[src/bus_pkg.sv]
//********************
// Bus widths, address map and host/device indices for the compliance system
// Referenced by scoped name from the fabric, the devices and the top level
//********************
package bus_pkg;

  typedef logic [31:0] addr_t;
  typedef logic [31:0] data_t;
  typedef logic [3:0]  be_t;

  localparam int unsigned NrHosts   = 2;
  localparam int unsigned NrDevices = 2;

  // Hosts in decreasing priority
  typedef enum logic {
    TestUtilHost,
    ExtHost
  } bus_host_e;

  typedef enum logic {
    Ram,
    TestUtilDevice
  } bus_device_e;

  // 4 KB of RAM, depth must stay a power of two
  localparam int unsigned RamSizeWords = 1024;

  // Address windows
  localparam addr_t RamBase      = 32'h0000_0000;
  localparam addr_t RamMask      = ~addr_t'(RamSizeWords * 4 - 1);
  localparam addr_t TestUtilBase = 32'h0002_0000;
  localparam addr_t TestUtilMask = ~addr_t'(32'h3FF);  // 1 KB window

endpackage

[src/testutil_pkg.sv]
//********************
// Test-utility register map and dump state encoding
//********************
package testutil_pkg;

  // Byte offset inside the 1 KB test-utility window
  typedef logic [9:0] offset_t;

  localparam offset_t SigBeginOffset = 10'h000;
  localparam offset_t SigEndOffset   = 10'h004;
  localparam offset_t HaltOffset     = 10'h008;

  // Signature dump sequencer
  typedef enum logic [1:0] {
    Idle,
    Request,
    WaitData,
    Done
  } dump_state_e;

endpackage

[src/bus_if.sv]
//********************
// One req/gnt/rvalid bus link between a host and a device
// Hosts use the host modport, devices and fabric ports the device modport
//********************
`timescale 1ns/1ns

interface bus_if;

  // Request side
  logic           req;
  bus_pkg::addr_t addr;
  logic           we;
  bus_pkg::be_t   be;
  bus_pkg::data_t wdata;

  // Response side
  logic           gnt;
  logic           rvalid;
  bus_pkg::data_t rdata;
  logic           err;

  modport host (
    output req, addr, we, be, wdata,
    input  gnt, rvalid, rdata, err
  );

  modport device (
    input  req, addr, we, be, wdata,
    output gnt, rvalid, rdata, err
  );

endinterface

[src/riscv_testutil.sv]
//********************
// Test utility with signature range registers and a halt register
// A halt write makes it read the signature range over its host link
//********************
`timescale 1ns/1ns

module riscv_testutil (
  input  logic           clk_i,
  input  logic           reset_i,
  bus_if.device          dev,
  bus_if.host            host,
  output logic           sig_valid_o,
  output bus_pkg::data_t sig_data_o,
  output logic           sig_done_o
);

  testutil_pkg::offset_t     reg_offset;
  logic                      reg_hit;
  logic                      halt_write;
  bus_pkg::addr_t            sig_begin_q;
  bus_pkg::addr_t            sig_end_q;
  bus_pkg::addr_t            dump_addr_q;
  logic                      in_range;
  testutil_pkg::dump_state_e state_q;

  assign reg_offset = dev.addr[$bits(testutil_pkg::offset_t)-1:0];
  assign reg_hit    = (reg_offset == testutil_pkg::SigBeginOffset) ||
                      (reg_offset == testutil_pkg::SigEndOffset) ||
                      (reg_offset == testutil_pkg::HaltOffset);
  assign halt_write = dev.req && dev.we && (reg_offset == testutil_pkg::HaltOffset);

  assign dev.gnt = 1'b1;

  // Signature range registers
  always_ff @(posedge clk_i) begin
    if (reset_i) begin
      sig_begin_q <= '0;
      sig_end_q   <= '0;
    end else if (dev.req && dev.we) begin
      if (reg_offset == testutil_pkg::SigBeginOffset) begin
        sig_begin_q <= dev.wdata;
      end
      if (reg_offset == testutil_pkg::SigEndOffset) begin
        sig_end_q <= dev.wdata;
      end
    end
  end

  // Device response one cycle after the request
  always_ff @(posedge clk_i) begin
    if (reset_i) begin
      dev.rvalid <= 1'b0;
      dev.err    <= 1'b0;
    end else begin
      dev.rvalid <= dev.req;
      dev.err    <= dev.req && !reg_hit;
    end
  end

  // Halt reads back as zero, so do errors
  always_ff @(posedge clk_i) begin
    dev.rdata <= '0;
    if (dev.req && !dev.we) begin
      if (reg_offset == testutil_pkg::SigBeginOffset) begin
        dev.rdata <= sig_begin_q;
      end
      if (reg_offset == testutil_pkg::SigEndOffset) begin
        dev.rdata <= sig_end_q;
      end
    end
  end

  // Range is half open, end excluded
  assign in_range = dump_addr_q < sig_end_q;

  // Dump reads only
  assign host.req   = (state_q == testutil_pkg::Request) && in_range;
  assign host.addr  = dump_addr_q;
  assign host.we    = 1'b0;
  assign host.be    = '1;
  assign host.wdata = '0;

  always_ff @(posedge clk_i) begin
    if (reset_i) begin
      state_q     <= testutil_pkg::Idle;
      dump_addr_q <= '0;
      sig_valid_o <= 1'b0;
    end else begin
      sig_valid_o <= 1'b0;
      case (state_q)
        testutil_pkg::Idle: begin
          if (halt_write) begin
            state_q     <= testutil_pkg::Request;
            dump_addr_q <= sig_begin_q;
          end
        end
        testutil_pkg::Request: begin
          if (!in_range) begin
            state_q <= testutil_pkg::Done;
          end else if (host.gnt) begin
            state_q <= testutil_pkg::WaitData;
          end
        end
        testutil_pkg::WaitData: begin
          if (host.rvalid) begin
            sig_valid_o <= 1'b1;
            dump_addr_q <= dump_addr_q + bus_pkg::addr_t'(4);
            state_q     <= testutil_pkg::Request;
          end
        end
        default: begin
          // Done holds until reset
          state_q <= testutil_pkg::Done;
        end
      endcase
    end
  end

  // Signature word for the strobe
  always_ff @(posedge clk_i) begin
    if ((state_q == testutil_pkg::WaitData) && host.rvalid) begin
      sig_data_o <= host.rdata;
    end
  end

  assign sig_done_o = (state_q == testutil_pkg::Done);

endmodule

[src/flat_wrapper.sv]
// flat-port wrapper written by rule: the top's interface ports become plain ports
module riscv_testutil_flat 
  (clk_i, reset_i, sig_valid_o, sig_data_o, sig_done_o, dev_req, dev_addr, dev_we, dev_be, dev_wdata, dev_gnt, dev_rvalid, dev_rdata, dev_err, host_req, host_addr, host_we, host_be, host_wdata, host_gnt, host_rvalid, host_rdata, host_err);
  bus_if dev_i ();
  bus_if host_i ();
  input  logic clk_i;
  input  logic reset_i;
  output logic sig_valid_o;
  output bus_pkg::data_t sig_data_o;
  output logic sig_done_o;
  input wire logic [$bits(dev_i.req)-1:0] dev_req;
  input wire logic [$bits(dev_i.addr)-1:0] dev_addr;
  input wire logic [$bits(dev_i.we)-1:0] dev_we;
  input wire logic [$bits(dev_i.be)-1:0] dev_be;
  input wire logic [$bits(dev_i.wdata)-1:0] dev_wdata;
  output wire logic [$bits(dev_i.gnt)-1:0] dev_gnt;
  output wire logic [$bits(dev_i.rvalid)-1:0] dev_rvalid;
  output wire logic [$bits(dev_i.rdata)-1:0] dev_rdata;
  output wire logic [$bits(dev_i.err)-1:0] dev_err;
  output wire logic [$bits(host_i.req)-1:0] host_req;
  output wire logic [$bits(host_i.addr)-1:0] host_addr;
  output wire logic [$bits(host_i.we)-1:0] host_we;
  output wire logic [$bits(host_i.be)-1:0] host_be;
  output wire logic [$bits(host_i.wdata)-1:0] host_wdata;
  input wire logic [$bits(host_i.gnt)-1:0] host_gnt;
  input wire logic [$bits(host_i.rvalid)-1:0] host_rvalid;
  input wire logic [$bits(host_i.rdata)-1:0] host_rdata;
  input wire logic [$bits(host_i.err)-1:0] host_err;
  assign dev_i.req = dev_req;
  assign dev_i.addr = dev_addr;
  assign dev_i.we = dev_we;
  assign dev_i.be = dev_be;
  assign dev_i.wdata = dev_wdata;
  assign dev_gnt = dev_i.gnt;
  assign dev_rvalid = dev_i.rvalid;
  assign dev_rdata = dev_i.rdata;
  assign dev_err = dev_i.err;
  assign host_req = host_i.req;
  assign host_addr = host_i.addr;
  assign host_we = host_i.we;
  assign host_be = host_i.be;
  assign host_wdata = host_i.wdata;
  assign host_i.gnt = host_gnt;
  assign host_i.rvalid = host_rvalid;
  assign host_i.rdata = host_rdata;
  assign host_i.err = host_err;
  riscv_testutil u_core (.clk_i(clk_i), .reset_i(reset_i), .dev(dev_i), .host(host_i), .sig_valid_o(sig_valid_o), .sig_data_o(sig_data_o), .sig_done_o(sig_done_o));
endmodule
[config.mk]
export PLATFORM = sky130hd
export DESIGN_NAME = riscv_testutil_flat
export DESIGN_NICKNAME = d
export VERILOG_FILES = /design/src/bus_pkg.sv /design/src/testutil_pkg.sv /design/src/bus_if.sv /design/src/riscv_testutil.sv /design/src/flat_wrapper.sv
export SDC_FILE = /design/constraint.sdc
export NUM_CORES = 1
export LEC_CHECK = 0
export ABC_AREA = 1
export BUFFER_PORTS_ARGS = -buffer_cell sky130_fd_sc_hd__buf_2
export CORE_ASPECT_RATIO = 0.6
export CORE_MARGIN = 4
export CORE_UTILIZATION = 55
export DETAILED_ROUTE_END_ITERATION = 10
export PLACE_DENSITY_LB_ADDON = 0.15
export SLEW_MARGIN = 20
export SYNTH_ARGS = -nofsm -noshare
export SYNTH_HDL_FRONTEND = slang
export SYNTH_SLANG_ARGS = --single-unit
[constraint.sdc]
create_clock -name clk_i -period 5 [get_ports clk_i]
set_input_delay 0.25 -clock clk_i [delete_from_list [all_inputs] [get_ports clk_i]]
set_output_delay 0.25 -clock clk_i [all_outputs]
set_load 0.1 [all_outputs]
==> reports/qor.csv <==
metric;value;unit
initial antenna violation count;0;
Sequential Power Share;44.8;%
Switch Pwr;0.0009617;W
RePlAce Congestion;0.9544;
Core ar.;13750;um^2
GRT Residual Overflow;0;
Slew HR;40.01;%
Synth Flop Type;dfxtp_1;
Tot GR Track Use;24.65;%
PD cells;333.9;nW/um^2
vias per cell;5.199;
register bit total from synthesis;165;
Worst EP arrival;3.55;ns
minimum clock period;3.201;ns
ys async rst share;0;%
Worst-Skew Late Latency;0.42;ns
DR DRC count;0;
met2 Use GR;36.18;%
NumNets Final;1292;
largest net degree at the start of global routing;65;
Hold Vio Cnt, Final;0;
total negative slack;0;ns
Leak;3.871;nW
Yosys warning total;0;
Clock Sinks;165;
CTS Buf Count;17;
EDFF count, synth;32;
Synth Instances;981;
Peak VDD IR;0.0001755;V
Die Span X;161.6;um
Longest Clk Path Bufs;2;
clock share of power;40.1;%
Wirelength per Cell;14.99;um
Min-Delay Path Class;in2reg;
Detailed Place HPWL;13880;um
met3 global-route usage;4.637;%
critical path required time;5.34;ns
num rows;33;
final cycle utilization of the critical path;64.03;%
IO Count;246;
combinational share of power;15.1;%
diode count;0;
Max Slew Vio Count;0;
CTS H-tree lvls;4;
remaining antenna violation count;0;
fmax;0.3124;GHz
post-synth cell types;40;
via count;7060;
Die Ht;100.2;um
M1 GR Usage;37.93;%
share of layout cells above drive strength 1;20.41;%
measured slew at the worst slew-check pin;0.8988;ns
die area;16190;um^2
Critical Path End Type;register;
busiest layer in global routing;met1;
synthesis-to-finish area growth;19.73;%
Switching Fraction;30.89;%
Clock Skews;0.009313;ns
fillcell total;1199;
Initial Utilization;56.64;%
Core Util, Final;67.81;%
final setup fails;0;
DR iter-0 viols;616;
clk slew on worst S/H paths;0.07;ns
Cell Area, Synth;7787;um^2
post-synthesis sequential area ratio;46.53;%
first-pass GRT wire length;32540;um
RSZ-0062 raised after global routing;no;
CTS tree;built;
DR pass1 iterations;5;
critical path class;reg2reg;
Root Buffer;clkbuf_16;
Worst Path Max Fanout;40;
Syn Area/Cell;7.938;um^2
vias in the first global route;6373;
outcome;complete, no violations;
Critical Path Source Type;register;
cell internal pwr;0.002151;W
# Max-Cap Violations;0;
Port Buffer Count;180;
Total Wirelength;20350;um
## synthesized netlist by cell type, types with 3 or more instances
cell type / count / area share, %
nand4_1: 8 / 0.64
a21oi_1: 114 / 7.3
dfxtp_1: 133 / 34
xor2_1: 6 / 0.67
nand3b_1: 3 / 0.29
o211ai_1: 5 / 0.48
a211oi_1: 35 / 3.4
ha_1: 32 / 5.1
inv_1: 106 / 5.1
nor2_1: 78 / 3.8
a31oi_1: 5 / 0.40
or2_2: 5 / 0.40
buf_2: 14 / 0.90
nor3_1: 12 / 0.77
o21ai_1: 6 / 0.39
inv_2: 3 / 0.14
clkbuf_1: 27 / 1.3
xnor2_1: 3 / 0.34
a21oi_2: 7 / 0.79
o21ai_0: 61 / 3.9
nor2_2: 3 / 0.24
edfxtp_1: 32 / 12
buf_4: 39 / 3.8
nand2_1: 193 / 9.3
nand3_1: 29 / 1.9
## metal layers
layer	vias up	wire [um]
met4	0	195
met3	25	1629
li1	3511	-
met1	3217	9978
met2	307	8547
met5	-	0
## per-stage QoR
| step | hold WS, ns | cells | worst slack [ns] | cell area, um^2 | power [W] |
|---|---|---|---|---|---|
| 2_1_floorplan | 0.3489 | 1017 | 2.166 | 7923 | 0.001813 |
| 3_3_place_gp | 0.4266 | 1310 | 1.934 | 8607 | 0.001876 |
| 3_5_place_dp | 0.4282 | 1310 | 1.894 | 8607 | 0.001880 |
| 4_1_cts | 0.0003522 | 1352 | 1.833 | 9263 | 0.003110 |
| 5_1_grt | 0.002302 | 1358 | 1.451 | 9324 | 0.003206 |
| 6_report | 0.003744 | 1358 | 1.799 | 9324 | 0.003113 |
## placed cells by master (no fill, tap or decap), types with 3 or more instances in the layout
cell type / Yosys / routed
nand3_1: 29 / 29
xor2_1: 6 / 6
dfxtp_1: 133 / 133
nor2_2: 3 / 3
nand4_1: 8 / 8
a31oi_1: 5 / 5
xnor2_1: 3 / 3
nand2_1: 193 / 193
nor3_1: 12 / 12
a21oi_1: 114 / 114
inv_6: 0 / 4
clkinvlp_4: 0 / 4
a211oi_1: 35 / 35
buf_2: 14 / 180
o211ai_1: 5 / 5
inv_2: 3 / 3
or2_2: 5 / 5
ha_1: 32 / 32
dlygate4sd3_1: 0 / 16
inv_1: 106 / 105
nor2_1: 78 / 78
nand3b_1: 3 / 3
o21ai_1: 6 / 6
clkinv_1: 0 / 3
a21oi_2: 7 / 7
edfxtp_1: 32 / 32
conb_1: 2 / 38
clkbuf_16: 0 / 17
buf_4: 39 / 5
o21ai_0: 61 / 61
## power by group through the flow
stage	Combinational [W]	Clock [W]	Sequential, W
2_1_floorplan	0.000270	0	0.00154
3_3_place_gp	0.000452	0	0.00142
3_5_place_dp	0.000454	0	0.00143
4_1_cts	0.000463	0.00125	0.00140
5_1_grt	0.000499	0.00131	0.00140
6_report	0.000469	0.00125	0.00140
## worst max-delay path: stages (launching register included)
cell and delay, ns:
dfxtp_1 0.39, nand2_1 0.09, buf_4 0.27, inv_1 0.72, nand2_1 0.26, nand2_2 0.54, inv_2 0.41, a21oi_2 0.23
nand2_1 0.08, a21oi_1 0.13
## sequential cells by signal, summed over array words and instances (netlist names)
signal,count
u_core.sig_valid_o,1
u_core.sig_end_q,32
u_core.dev.err,1
u_core.sig_data_o,32
u_core.host.addr,32
u_core.sig_begin_q,32
u_core.state_q,2
u_core.dev.rdata,32
u_core.dev.rvalid,1
## logic make-up (layout without fill, tap and decap cells)
kind of cell    count (synthesis)  count (layout)  synth area share [%]
simple gates                  344             344                 18.67
compound gates                236             236                 16.95
buf+inv                       193             342                 11.60
flops                         165             165                 46.53
fa+ha+maj                      32              32                 5.141
xor+xnor                        9               9                 1.012
other cells                     2              38               0.09644
## path summary, 6_finish.rpt
| path | startpoint | to | slack, ns | depth (start not counted) |
|---|---|---|---|---|
| hold reg to reg | u_core.sig_end_q[25]$_SDFFE_PP0P_ | u_core.dev.rdata[25]$_SDFF_PN0_ | 0.46 | 2 |
| setup reg to reg | u_core.state_q[1]$_SDFFE_PP0P_ | u_core.host.addr[26]$_SDFFE_PP0P_ | 1.80 | 9 |
| setup / recovery | u_core.state_q[1]$_SDFFE_PP0P_ | u_core.host.addr[26]$_SDFFE_PP0P_ | 1.80 | 9 |
| hold / removal | host_rdata[30] | u_core.sig_data_o[30]$_DFFE_PP_ | 0.004 | 1 |
## layout make-up
cell class	count	area [um^2]	area share [%]
inverters	109	410.4	4.402
clock inverters	14	126.4	1.355
well taps	192	240.2	2.576
clock buffers	18	429.2	4.603
multi-input cells	659	3396	36.42
flip-flops and latches	165	3623	38.86
repair buffers	201	1099	11.78
## what timing repair did
| action | in CTS | in global routing |
|---|---|---|
| gates resized for setup | 0 | 0 |
| endpoints found under the hold margin | 10 | 6 |
| hold buffers | 10 | 6 |
| endpoints found under the setup margin | 0 | 0 |
| setup buffers | 0 | 0 |
No activity file was read; power rests on OpenSTA's default activity.
